## config.mk

```make
export PLATFORM = sky130hd
export DESIGN_NAME = redc_top
export DESIGN_NICKNAME = d
export VERILOG_FILES = /design/src/verilog/mlkem_arith_pkg.sv /design/src/verilog/redc_bus_pkg.sv /design/src/verilog/mask_prng.sv /design/src/verilog/masked_cond_sub.sv /design/src/verilog/masked_barrett_reduction.sv /design/src/verilog/redc_latency_timer.sv /design/src/verilog/redc_ctrl_fsm.sv /design/src/verilog/redc_regfile.sv /design/src/verilog/redc_top.sv
export SDC_FILE = /design/constraint.sdc
export NUM_CORES = 2
export LEC_CHECK = 0
export ABC_AREA = 1
export CAP_MARGIN = 10
export CORE_MARGIN = 2
export CORE_UTILIZATION = 39
export CTS_BUF_LIST = sky130_fd_sc_hd__clkbuf_8
export DETAILED_ROUTE_END_ITERATION = 16
export DONT_BUFFER_PORTS = 1
export GPL_TIMING_DRIVEN = 0
export HOLD_SLACK_MARGIN = 0.03
export PLACE_DENSITY_LB_ADDON = 0.1
export REMOVE_ABC_BUFFERS = 1
export SLEW_MARGIN = 20
export SYNTH_ARGS = -nofsm -noshare
export SYNTH_HDL_FRONTEND = slang
export SYNTH_HIERARCHICAL = 1
export SYNTH_SLANG_ARGS = --single-unit
```

## constraint.sdc

```tcl
create_clock -name clk -period 7.6 [get_ports clk]
set_input_delay 0.38 -clock clk [delete_from_list [all_inputs] [get_ports clk]]
set_output_delay 0.38 -clock clk [all_outputs]
set_load 0.02 [all_outputs]
```

## src/verilog/mlkem_arith_pkg.sv

```systemverilog
package mlkem_arith_pkg;

    // --------------------------------------------------------------------------
    // Modulus and widths
    // --------------------------------------------------------------------------

    // ML-KEM modulus
    localparam int MLKEM_Q = 3329;
    // Reduced share width
    localparam int MLKEM_Q_WIDTH = 12;
    // Input share width, Barrett shift k = 24
    localparam int MASKED_REG_SIZE = 24;
    // Clock edges from x to y
    localparam int REDC_LATENCY = 6;

    // --------------------------------------------------------------------------
    // Share bundles
    // --------------------------------------------------------------------------

    // Two arithmetic shares of x, summed mod 2^24
    typedef struct packed {
        logic [MASKED_REG_SIZE-1:0] x1;
        logic [MASKED_REG_SIZE-1:0] x0;
    } in_shares_t;

    // Two arithmetic shares of the result, summed mod 2^12
    typedef struct packed {
        logic [MLKEM_Q_WIDTH-1:0] y1;
        logic [MLKEM_Q_WIDTH-1:0] y0;
    } out_shares_t;

    // Fresh randomness consumed by the pipeline each cycle
    typedef struct packed {
        logic        rnd_1bit;
        logic [13:0] rnd_bool1;
        logic [13:0] rnd_bool0;
        logic [13:0] rnd_14bit;
        logic [11:0] rnd_12bit;
    } mask_rnd_t;

endpackage

```

## src/verilog/redc_bus_pkg.sv

```systemverilog
package redc_bus_pkg;

    // --------------------------------------------------------------------------
    // Wishbone classic
    // --------------------------------------------------------------------------

    typedef struct packed {
        logic        cyc;
        logic        stb;
        logic        we;
        logic [2:0]  adr;
        logic [31:0] dat;
    } wb_req_t;

    typedef struct packed {
        logic        ack;
        logic [31:0] dat;
    } wb_rsp_t;

    // Word addresses of the register file
    typedef enum logic [2:0] {
        X0     = 3'd0,
        X1     = 3'd1,
        CTRL   = 3'd2,
        STATUS = 3'd3,
        Y0     = 3'd4,
        Y1     = 3'd5
    } redc_reg_e;

    // Sequencer states
    typedef enum logic [1:0] {
        IDLE,
        RUN,
        DONE
    } redc_state_e;

endpackage

```

## src/verilog/mask_prng.sv

```systemverilog
`timescale 1ns/100ps

module mask_prng (
    input  logic                       clk,
    input  logic                       rst_n,
    output mlkem_arith_pkg::mask_rnd_t rnd
);

    logic [66:0] state;
    logic        fb;

    // Taps 67, 66, 58, 57 give a maximal length sequence
    assign fb = state[66] ^ state[65] ^ state[57] ^ state[56];

    // Free running, zeroize leaves it alone
    always_ff @(posedge clk or negedge rst_n) begin
        if (!rst_n) begin
            // All ones, any nonzero seed works
            state <= '1;
        end else begin
            state <= {state[65:0], fb};
        end
    end

    assign rnd = mlkem_arith_pkg::mask_rnd_t'(state[$bits(mlkem_arith_pkg::mask_rnd_t)-1:0]);

endmodule

```

## src/verilog/masked_cond_sub.sv

```systemverilog
`timescale 1ns/100ps

module masked_cond_sub (
    input  logic                       clk,
    input  logic                       rst_n,
    input  logic                       zeroize,
    input  logic [1:0][13:0]           c_rolled,
    input  mlkem_arith_pkg::mask_rnd_t rnd,
    output logic [1:0][11:0]           arith_q
);

    logic [13:0] a_q;
    logic [13:0] r_q;
    logic [13:0] xb;
    logic [13:0] b0;
    logic [13:0] b1;
    logic        s0;
    logic        s1;
    logic [11:0] u_next;
    logic [11:0] u_q;
    logic [11:0] rr_q;
    logic        sel_q;
    logic [11:0] q12;

    // Goubin arithmetic to Boolean, x = a + r gives x = result ^ r
    function automatic logic [13:0] a2b(
        input logic [13:0] a,
        input logic [13:0] r,
        input logic [13:0] g
    );
        logic [13:0] gam;
        logic [13:0] tt;
        logic [13:0] xo;
        logic [13:0] om;
        gam = g;
        tt  = gam << 1;
        xo  = gam ^ r;
        om  = gam & xo;
        xo  = tt ^ a;
        gam = gam ^ xo;
        gam = gam & r;
        om  = om ^ gam;
        gam = tt & a;
        om  = om ^ gam;
        // Masked ripple of the carry chain
        for (int k = 1; k < 14; k++) begin
            gam = tt & r;
            gam = gam ^ om;
            tt  = tt & a;
            gam = gam ^ tt;
            tt  = gam << 1;
        end
        return xo ^ tt;
    endfunction

    assign q12 = 12'(mlkem_arith_pkg::MLKEM_Q);

    // --------------------------------------------------------------------------
    // Stage 2, Boolean shares and masked sign bit
    // --------------------------------------------------------------------------
    always_comb begin
        xb = a2b(a_q, r_q, rnd.rnd_bool0);
        // Refresh before picking bit 12
        b0 = xb ^ rnd.rnd_bool1;
        b1 = r_q ^ rnd.rnd_bool1;
        s0 = b0[12] ^ rnd.rnd_1bit;
        s1 = b1[12] ^ rnd.rnd_1bit;
        // Share 0 depends on s0 only, s1 is applied next cycle
        u_next = (s0 ? q12 : 12'd0) - rnd.rnd_12bit;
    end

    always_ff @(posedge clk or negedge rst_n) begin
        if (!rst_n) begin
            a_q     <= '0;
            r_q     <= '0;
            u_q     <= '0;
            rr_q    <= '0;
            sel_q   <= 1'b0;
            arith_q <= '0;
        end else if (zeroize) begin
            a_q     <= '0;
            r_q     <= '0;
            u_q     <= '0;
            rr_q    <= '0;
            sel_q   <= 1'b0;
            arith_q <= '0;
        end else begin
            // Stage 1, arithmetic refresh
            a_q   <= c_rolled[0] + rnd.rnd_14bit;
            r_q   <= c_rolled[1] - rnd.rnd_14bit;
            u_q   <= u_next;
            rr_q  <= rnd.rnd_12bit;
            sel_q <= s1;
            // Stage 3, s1 set flips q*s0 into q*(1-s0)
            arith_q[0] <= sel_q ? -u_q : u_q;
            arith_q[1] <= sel_q ? q12 - rr_q : rr_q;
        end
    end

endmodule

```

## src/verilog/masked_barrett_reduction.sv

```systemverilog
`timescale 1ns/100ps

module masked_barrett_reduction (
    input  logic                          clk,
    input  logic                          rst_n,
    input  logic                          zeroize,
    input  mlkem_arith_pkg::in_shares_t   x,
    input  mlkem_arith_pkg::mask_rnd_t    rnd,
    output mlkem_arith_pkg::out_shares_t  y
);

    logic [1:0][36:0] tmp;
    logic [24:0]      lo_sum;
    logic [24:0]      x_sum;
    logic             carry;
    logic             wrap;
    logic [1:0][12:0] t_next;
    logic [1:0][12:0] t;
    logic [1:0][12:0] x_lo;
    logic [1:0][12:0] c_next;
    logic [1:0][12:0] c;
    logic [1:0][13:0] c_rolled;
    logic [1:0][11:0] arith_q;
    // c waits here while the comparison runs
    logic [1:0][12:0] c_dly [2:0];

    // x * mu with mu = 5039 = floor(2^24 / q)
    function automatic logic [36:0] mul_mu(input logic [23:0] v);
        logic [36:0] w;
        w = 37'(v);
        return (w << 12) + (w << 9) + (w << 8) + (w << 7) + (w << 5) + (w << 3)
            + (w << 2) + (w << 1) + w;
    endfunction

    // --------------------------------------------------------------------------
    // Stage 1, quotient estimate per share
    // --------------------------------------------------------------------------
    always_comb begin
        tmp[0] = mul_mu(x.x0);
        tmp[1] = mul_mu(x.x1);
        // Carry lost when the low halves are dropped separately
        lo_sum = {1'b0, tmp[0][23:0]} + {1'b0, tmp[1][23:0]};
        carry  = lo_sum[24];
        // Shares wrap mod 2^24, which would add mu to the quotient sum
        x_sum  = {1'b0, x.x0} + {1'b0, x.x1};
        wrap   = x_sum[24];
        // Both corrections go into share 0
        t_next[0] = tmp[0][36:24] + 13'(carry) - 13'(mul_mu({23'd0, wrap}));
        t_next[1] = tmp[1][36:24];
    end

    // --------------------------------------------------------------------------
    // Stage 2, c = x - q*t mod 2^13, then roll by 2^12 - q
    // --------------------------------------------------------------------------
    always_comb begin
        for (int i = 0; i < 2; i++) begin
            c_next[i] = x_lo[i] - t[i] * 13'(mlkem_arith_pkg::MLKEM_Q);
        end
        // Bit 12 of the rolled sum is set exactly when c >= q
        c_rolled[0] = {1'b0, c[0]}
            + 14'((1 << mlkem_arith_pkg::MLKEM_Q_WIDTH) - mlkem_arith_pkg::MLKEM_Q);
        c_rolled[1] = {1'b0, c[1]};
    end

    always_ff @(posedge clk or negedge rst_n) begin
        if (!rst_n) begin
            t     <= '0;
            x_lo  <= '0;
            c     <= '0;
            c_dly <= '{default: '0};
        end else if (zeroize) begin
            t     <= '0;
            x_lo  <= '0;
            c     <= '0;
            c_dly <= '{default: '0};
        end else begin
            t        <= t_next;
            // Only the low 13 bits survive the mod 2^13 subtraction
            x_lo[0]  <= x.x0[12:0];
            x_lo[1]  <= x.x1[12:0];
            c        <= c_next;
            c_dly[2] <= c;
            c_dly[1] <= c_dly[2];
            c_dly[0] <= c_dly[1];
        end
    end

    // Stages 3 to 5, shares of q or of zero
    masked_cond_sub cond_sub_i (
        .clk      (clk),
        .rst_n    (rst_n),
        .zeroize  (zeroize),
        .c_rolled (c_rolled),
        .rnd      (rnd),
        .arith_q  (arith_q)
    );

    // Stage 6, y = c - (q or 0), one share at a time
    always_ff @(posedge clk or negedge rst_n) begin
        if (!rst_n) begin
            y <= '0;
        end else if (zeroize) begin
            y <= '0;
        end else begin
            y.y0 <= c_dly[0][0][11:0] - arith_q[0];
            y.y1 <= c_dly[0][1][11:0] - arith_q[1];
        end
    end

endmodule

```

## src/verilog/redc_latency_timer.sv

```systemverilog
`timescale 1ns/100ps

module redc_latency_timer (
    input  logic clk,
    input  logic rst_n,
    input  logic load,
    input  logic zeroize,
    output logic expired
);

    // Zero means idle
    logic [2:0] cnt;

    always_ff @(posedge clk or negedge rst_n) begin
        if (!rst_n) begin
            cnt <= '0;
        end else if (zeroize) begin
            cnt <= '0;
        end else if (load) begin
            cnt <= 3'(mlkem_arith_pkg::REDC_LATENCY);
        end else if (cnt != 3'd0) begin
            cnt <= cnt - 3'd1;
        end
    end

    assign expired = (cnt == 3'd1);

endmodule

```

## src/verilog/redc_ctrl_fsm.sv

```systemverilog
`timescale 1ns/100ps

module redc_ctrl_fsm (
    input  logic clk,
    input  logic rst_n,
    input  logic start,
    input  logic zeroize,
    input  logic expired,
    output logic timer_load,
    output logic capture,
    output logic busy,
    output logic done
);

    redc_bus_pkg::redc_state_e state;

    always_ff @(posedge clk or negedge rst_n) begin
        if (!rst_n) begin
            state      <= redc_bus_pkg::IDLE;
            timer_load <= 1'b0;
        end else begin
            timer_load <= 1'b0;
            // Zeroize wins over everything
            if (zeroize) begin
                state <= redc_bus_pkg::IDLE;
            end else begin
                case (state)
                    redc_bus_pkg::IDLE, redc_bus_pkg::DONE: begin
                        if (start) begin
                            state      <= redc_bus_pkg::RUN;
                            timer_load <= 1'b1;
                        end
                    end
                    // Start is dropped here
                    redc_bus_pkg::RUN: begin
                        if (expired) begin
                            state <= redc_bus_pkg::DONE;
                        end
                    end
                    default: begin
                        state <= redc_bus_pkg::IDLE;
                    end
                endcase
            end
        end
    end

    // Result latch pulse on the last RUN cycle
    assign capture = (state == redc_bus_pkg::RUN) && expired;
    assign busy    = (state == redc_bus_pkg::RUN);
    assign done    = (state == redc_bus_pkg::DONE);

endmodule

```

## src/verilog/redc_regfile.sv

```systemverilog
`timescale 1ns/100ps

module redc_regfile (
    input  logic                         clk,
    input  logic                         rst_n,
    input  redc_bus_pkg::wb_req_t        wb_req,
    output redc_bus_pkg::wb_rsp_t        wb_rsp,
    input  logic                         busy,
    input  logic                         done,
    input  logic                         capture,
    input  mlkem_arith_pkg::out_shares_t result,
    output mlkem_arith_pkg::in_shares_t  operands,
    output logic                         start,
    output logic                         zeroize
);

    localparam int XW = mlkem_arith_pkg::MASKED_REG_SIZE;

    redc_bus_pkg::redc_reg_e      reg_sel;
    logic                         accept;
    logic                         ack;
    logic [31:0]                  rdat;
    logic [31:0]                  rd_word;
    mlkem_arith_pkg::in_shares_t  x_q;
    mlkem_arith_pkg::out_shares_t y_q;

    assign reg_sel = redc_bus_pkg::redc_reg_e'(wb_req.adr);
    // One access per ack, next one only once ack has dropped
    assign accept  = wb_req.cyc && wb_req.stb && !ack;

    // Read mux
    always_comb begin
        case (reg_sel)
            redc_bus_pkg::X0:     rd_word = 32'(x_q.x0);
            redc_bus_pkg::X1:     rd_word = 32'(x_q.x1);
            redc_bus_pkg::STATUS: rd_word = {30'd0, done, busy};
            redc_bus_pkg::Y0:     rd_word = 32'(y_q.y0);
            redc_bus_pkg::Y1:     rd_word = 32'(y_q.y1);
            default:              rd_word = '0;
        endcase
    end

    // --------------------------------------------------------------------------
    // Bus side, ack, operands and control pulses
    // --------------------------------------------------------------------------
    always_ff @(posedge clk or negedge rst_n) begin
        if (!rst_n) begin
            ack     <= 1'b0;
            rdat    <= '0;
            x_q     <= '0;
            start   <= 1'b0;
            zeroize <= 1'b0;
        end else begin
            ack     <= accept;
            start   <= 1'b0;
            zeroize <= 1'b0;
            if (accept && wb_req.we) begin
                case (reg_sel)
                    redc_bus_pkg::X0: x_q.x0 <= wb_req.dat[XW-1:0];
                    redc_bus_pkg::X1: x_q.x1 <= wb_req.dat[XW-1:0];
                    redc_bus_pkg::CTRL: begin
                        start   <= wb_req.dat[0];
                        zeroize <= wb_req.dat[1];
                    end
                    default: begin
                    end
                endcase
            end
            if (accept && !wb_req.we) begin
                rdat <= rd_word;
            end
        end
    end

    // Result shares, cleared by zeroize
    always_ff @(posedge clk or negedge rst_n) begin
        if (!rst_n) begin
            y_q <= '0;
        end else if (zeroize) begin
            y_q <= '0;
        end else if (capture) begin
            y_q <= result;
        end
    end

    assign wb_rsp.ack = ack;
    assign wb_rsp.dat = rdat;
    assign operands   = x_q;

endmodule

```

## src/verilog/redc_top.sv

```systemverilog
`timescale 1ns/100ps

module redc_top (
    input  logic                  clk,
    input  logic                  rst_n,
    input  redc_bus_pkg::wb_req_t wb_req,
    output redc_bus_pkg::wb_rsp_t wb_rsp
);

    mlkem_arith_pkg::in_shares_t  operands;
    mlkem_arith_pkg::out_shares_t result;
    mlkem_arith_pkg::mask_rnd_t   rnd;
    logic start;
    logic zeroize;
    logic busy;
    logic done;
    logic capture;
    logic timer_load;
    logic expired;

    redc_regfile regfile_i (
        .clk      (clk),
        .rst_n    (rst_n),
        .wb_req   (wb_req),
        .wb_rsp   (wb_rsp),
        .busy     (busy),
        .done     (done),
        .capture  (capture),
        .result   (result),
        .operands (operands),
        .start    (start),
        .zeroize  (zeroize)
    );

    redc_ctrl_fsm ctrl_i (
        .clk        (clk),
        .rst_n      (rst_n),
        .start      (start),
        .zeroize    (zeroize),
        .expired    (expired),
        .timer_load (timer_load),
        .capture    (capture),
        .busy       (busy),
        .done       (done)
    );

    redc_latency_timer timer_i (
        .clk     (clk),
        .rst_n   (rst_n),
        .load    (timer_load),
        .zeroize (zeroize),
        .expired (expired)
    );

    mask_prng prng_i (
        .clk   (clk),
        .rst_n (rst_n),
        .rnd   (rnd)
    );

    masked_barrett_reduction redc_i (
        .clk     (clk),
        .rst_n   (rst_n),
        .zeroize (zeroize),
        .x       (operands),
        .rnd     (rnd),
        .y       (result)
    );

endmodule

```

======== Yosys cells after proc, flatten, opt, wreduce, memory -nomap -nowiden ========
Index checks and enable logic that the tools add are counted.
operators by class
  add/sub/neg operators ................... 39
  $mul .................................... 2
  div/mod/pow operators ................... 0
  order comparisons ....................... 0
  equality and inequality tests ........... 10
  shift operators ......................... 0
  muxes and demuxes ....................... 31
  bitwise logic cells ..................... 64
  reduce and logical (&&, ||, !) cells .... 16
operators with widths
  kind                      count
  $pmux W24 S5              1
  $mux W24                  4
  $mux W26                  3
  $mux W78                  1
  $add A36 B33 Y37          2
  $add A37 B24 Y37          2
  $add A37 B25 Y37          2
  $add A37 B26 Y37          2
  $add A37 B27 Y37          2
  $add A37 B29 Y37          2
  $add A37 B31 Y37          2
  $add A37 B32 Y37          2
  $xor A12 B12 Y12          6
  $and A12 B12 Y12          5
  $mux W12                  5
  $sub A13 B13 Y13          4
  $xor A13 B13 Y13          4
  $add A24 B24 Y25          2
  $sub A12 B12 Y12          3
  $add A13 B1 Y13           2
  $mul A13 B12 Y13 const B  2
  $mux W13                  2
  $and A11 B11 Y11          2
  $xor A11 B11 Y11          2
  51 further kinds          98
storage, ports and cells
  flip-flop bits (word level) ............. 433
  latch bits .............................. 0
  RAM bits ................................ 0
  bits in read-only memories .............. 0
  logic and storage cells ................. 195
  memories ................................ 0

======== Longest topological paths before layout ========
  depth after elaboration ................. 46
  gate-level depth with buffers ........... 57
  mapped depth without buffers ............ 56

======== Cells and area by module ========
Netlist, hierarchy kept.
by module, submodules not included
  module                    times used  cells an instance  area each (um2)
  masked_barrett_reduction  1           2446               22105.0
  masked_cond_sub           1           660                4974.8
  redc_regfile              1           527                4521.8
  mask_prng                 1           139                2244.7
  redc_latency_timer        1           32                 220.2
  redc_ctrl_fsm             1           21                 151.4

======== Least setup slack after synthesis ========
No wires, ideal clock.
  kind .................................... register to register
  from .................................... register regfile_i.x_q, in the netlist regfile_i/operands[27]
  to ...................................... register redc_i/t[10] (netlist name)
  library setup time ...................... 0.077 ns
  arrival ................................. 6.773 ns
  path slack .............................. 0.749 ns
  cell stages (with the launch flop) ...... 38
  buffers on the path ..................... 0
  period minus slack after synthesis ...... 6.851 ns
  cells stage by stage .................... dfrtp_1 -> inv_1 -> fa_1 -> inv_1 -> fa_1 -> fa_1 -> inv_1 -> fa_1 -> inv_1 -> ha_1 -> a21oi_1 -> o21ai_0 -> a21oi_1 -> nor2_1 -> nor2_1 -> o21ai_0 -> a31oi_1 -> xnor2_1 -> [2 not listed] -> nor3_1 -> o21ai_0 -> o2111ai_1 -> ha_1 -> ha_1 -> inv_1 -> fa_1 -> inv_1 -> ha_1 -> ha_1 -> inv_1 -> nand2_1 -> a21oi_1 -> o21ai_0 -> nand2_1 -> nand2_1 -> o21ai_0 -> a21oi_1
between the ends
  word-level cells in the longest chain between the ends .. 12
  elaborated cells between the ends (all ways) .. 21
  those cells by class .................... add/sub: 20; mux: 1
RTL lines
  item                  RTL line                        RTL
  start, declared       redc_regfile.sv:24              mlkem_arith_pkg::in_shares_t x_q;
  $add A36 B33 Y37      masked_barrett_reduction.sv:31  return (w << 12) + (w << 9) + (w << 8) + (w << 7) + (w << 5) + (w << 3)
  $add A37 B32 Y37      masked_barrett_reduction.sv:31
  $add A37 B31 Y37      masked_barrett_reduction.sv:31
  $add A37 B29 Y37      masked_barrett_reduction.sv:31
  $add A37 B27 Y37      masked_barrett_reduction.sv:31
  $add A37 B26 Y37      masked_barrett_reduction.sv:32  + (w << 2) + (w << 1) + w;
  $add A37 B25 Y37      masked_barrett_reduction.sv:32
  $add A37 B24 Y37      masked_barrett_reduction.sv:32
  $add A24 B24 Y25      masked_barrett_reduction.sv:42  lo_sum = {1'b0, tmp[0][23:0]} + {1'b0, tmp[1][23:0]};
  $add A13 B1 Y13       masked_barrett_reduction.sv:48  t_next[0] = tmp[0][36:24] + 13'(carry) - 13'(mul_mu({23'd0, wrap}));
  $sub A13 B13 Y13 *    masked_barrett_reduction.sv:48
  $mux W26 *            masked_barrett_reduction.sv:71  end else if (zeroize) begin
  end signal, assigned  masked_barrett_reduction.sv:77  t <= t_next;
  end, declared         masked_barrett_reduction.sv:18  logic [1:0][12:0] t;
Every way passes the cells marked *; elsewhere a longest branch is shown, timed or not.
A chain may end at the register's enable or synchronous reset.

======== Final worst setup path ========
  from .................................... register regfile_i.x_q, in the netlist regfile_i/operands[28]
  to ...................................... register redc_i/t[10] (netlist name)
The elaborated chain is that of the path after synthesis.

==> metrics.md <==
| Metric | Value |
|---|---|
| Status | finished with violations |
| Wire per inst | 15.9 um |
| Layout cells sized above 1 | 12.1% |
| Failing checks | negative hold slack, max-slew violations |
| Site row count | 108 |
| DRC | 0 |
| Hold Slack | -0.568 ns |
| Io pins | 73 |
| Vias in the first global route | 24.6k |
| Clock sink total | 421 |
| Startpoint Class | flop |
| Routed wire length | 81.3 mm |
| Fin. max-slew vios | 96 |
| TritonCTS clock tree | built |
| Gpl congestion | 0.855 |
| Initial antenna violation count | 1 |
| MaxCap Viol Count | 0 |
| CTS Hold Bufs | 35 |
| NumNets Final | 4622 |
| Most Frequent Cell on Critical Path | inv_1 |
| Fin crit share | 94.9% |
| Vias | 24.2k |
| Worst-Margin Slew | 1.66 ns |
| Worst skew pair latency | 0.70 ns |
| Die X-Extent | 300 um |
| Synthesized area | 34100 sq um |
| Slew Limit Headroom | -10.9% |
| GR Overflow Total | 0 |
| Synth Instances | 3807 |
| Root buffer cell | clkbuf_8 |
| Post-Syn Area per Cell | 8.95 sq um |
| DP Area | 35000 sq um |
| Worst min path class | in2async |
| Total CTS buffers | 79 |
| Die footprint | 89800 sq um |
| Final Skew | 0.0345 ns |
| Clock Tree Buf Depth | 3 |
| Setup TNS | 0 ns |
| Final antenna-violating net count | 0 |
| DRT Pass-1 Iters | 5 |
| Die height | 300 um |
| Core area | 86800 sq um |
| Max H-tree Level | 3 |
| Final setup viols | 0 |
| Dpl hpwl | 60.5 mm |
| Via density | 4.73 |
| F_max | 0.139 GHz |
| Crit Path Category | reg2reg |
| Largest net degree at the start of global routing | 422 |
| Port bufs | 0 |
| Setup crit end kind | flop |
| Initial Utilization | 39.3% |
| Area Overhead vs Synth | 11.7% |
| DRT iter0 DRCs | 1335 |
| Final worst path period need | 7.21 ns |
| Clk pin slew, worst setup/hold paths | 0.06 ns |
| CP max stage delay | 0.56 ns |
| CP Max Fanout | 6 |
| Crit path arrival time | 7.81 ns |
| Slowest CP cell | fa_1 |
| First-pass GRT wire length | 133 mm |
| Cell area after layout | 38100 sq um |
| Final core occ | 43.9% |
| Final hold viol count | 399 |
| Syn. warnings | 6 |
| WP data required | 8.20 ns |
| GR Util All Layers | 18.8% |
| Fillers | 8716 |
## per-stage QoR
stage	hold WS [ns]	setup WS [ns]	cells
6_report	-0.568	0.385	5121
5_1_grt	-0.637	-0.0345	5121
4_1_cts	-0.648	0.000335	5075
3_5_place_dp	0.120	-0.580	4859
3_3_place_gp	0.135	-1.89	4855
2_1_floorplan	0.0844	0.710	3700
## cell usage in the layout, fill, tap and decap left out, types with 10 or more instances in the layout
cell type / count
a31oi_1: 11
clkinv_2: 12
ha_1: 343
nand4_1: 36
nor2_2: 13
xor2_1: 65
o21ai_2: 15
a21oi_1: 197
dlygate4sd3_1: 35
inv_1: 741
a21oi_2: 14
buf_4: 86
o21bai_1: 12
clkinvlp_4: 17
nand3_1: 201
nand3_2: 10
inv_2: 16
nand2_2: 29
nand2_1: 533
clkbuf_8: 92
ha_4: 15
dfrtp_2: 30
nor2_1: 318
nor3_1: 56
o21ai_0: 149
dfstp_2: 67
dfrtp_1: 316
o21a_1: 10
o21ai_1: 42
xnor2_1: 53
fa_1: 311
## final timing paths
kind,start,end,slack (ns),cells after the start
worst max-delay path,regfile_i/operands[28]$_DFFE_PN0P_,redc_i/t[10]$_DFF_PN0_,0.39,38
worst max register to register,regfile_i/operands[28]$_DFFE_PN0P_,redc_i/t[10]$_DFF_PN0_,0.39,38
min in group clk,wb_req[32],regfile_i/rdat[11]$_DFFE_PN0P_,0.11,4
max in group asynchronous,rst_n,regfile_i/operands[10]$_DFFE_PN0P_,6.68,0
worst min-delay path,rst_n,redc_i/cond_sub_i/a_q[3]$_DFF_PN0_,-0.57,0
worst min register to register,prng_i/state[64]$_DFF_PN1_,prng_i/state[65]$_DFF_PN1_,0.35,0
## timing repair
| action | 4_1_cts | 5_1_grt |
|---|---|---|
| pin swaps | 0 | 34 |
| setup buffers | 42 | 45 |
| hold endpoints to repair | 495 | 421 |
| endpoints found under the setup margin | 8 | 8 |
| resized for setup | 54 | 76 |
## per-layer routing
| metal | part of all wire, % | up-vias | track usage, % | wire (um) |
|---|---|---|---|---|
| met5 | 0 | - | 0 | 0 |
| met4 | 2.3 | 0 | 4.92 | 1850 |
| met3 | 3.3 | 104 | 2.82 | 2720 |
| met2 | 48 | 329 | 31.4 | 39300 |
| met1 | 46 | 11600 | 25.6 | 37400 |
| li1 | - | 12200 | - | - |
## area by class of cell
cell class / count / area [sq um] / area share, %
Sequential cell: 421 / 10700 / 28.1
Antenna cell: 1 / 2.50 / 0.00657
Inverter: 748 / 2870 / 7.54
Clock inverter: 47 / 295 / 0.776
Clock buffer: 92 / 1270 / 3.33
Tap cell: 1155 / 1450 / 3.80
Multi-Input combinational cell: 2531 / 20400 / 53.6
Timing Repair Buffer: 126 / 1100 / 2.89
## flip-flops by register name, summed over array words and instances (netlist names), 2 cells and up
register	flops
ctrl_i/state	2
prng_i/state	67
redc_i/c	26
redc_i/c_dly	72
redc_i/cond_sub_i/a_q	13
redc_i/cond_sub_i/arith_q	24
redc_i/cond_sub_i/r_q	13
redc_i/cond_sub_i/rr_q	12
redc_i/cond_sub_i/u_q	12
redc_i/t	26
redc_i/x_lo	26
redc_i/y	24
regfile_i/operands	48
regfile_i/rdat	24
regfile_i/y_q	24
timer_i/cnt	3
## critical path, delay by kind of cell (launching register included)
kind                     cells  cell delay, ns
AO/OA/AOI/OAI                9            1.21
adder cells (fa/ha/maj)     11            3.73
flip-flops                   1            0.42
AND/OR/NAND/NOR              8            0.64
buffers and inverters        9            0.93
XOR/XNOR                     1            0.19
Power is not shown: default switching activity piles up to over one toggle a cycle in this logic, so the estimate is an artifact.
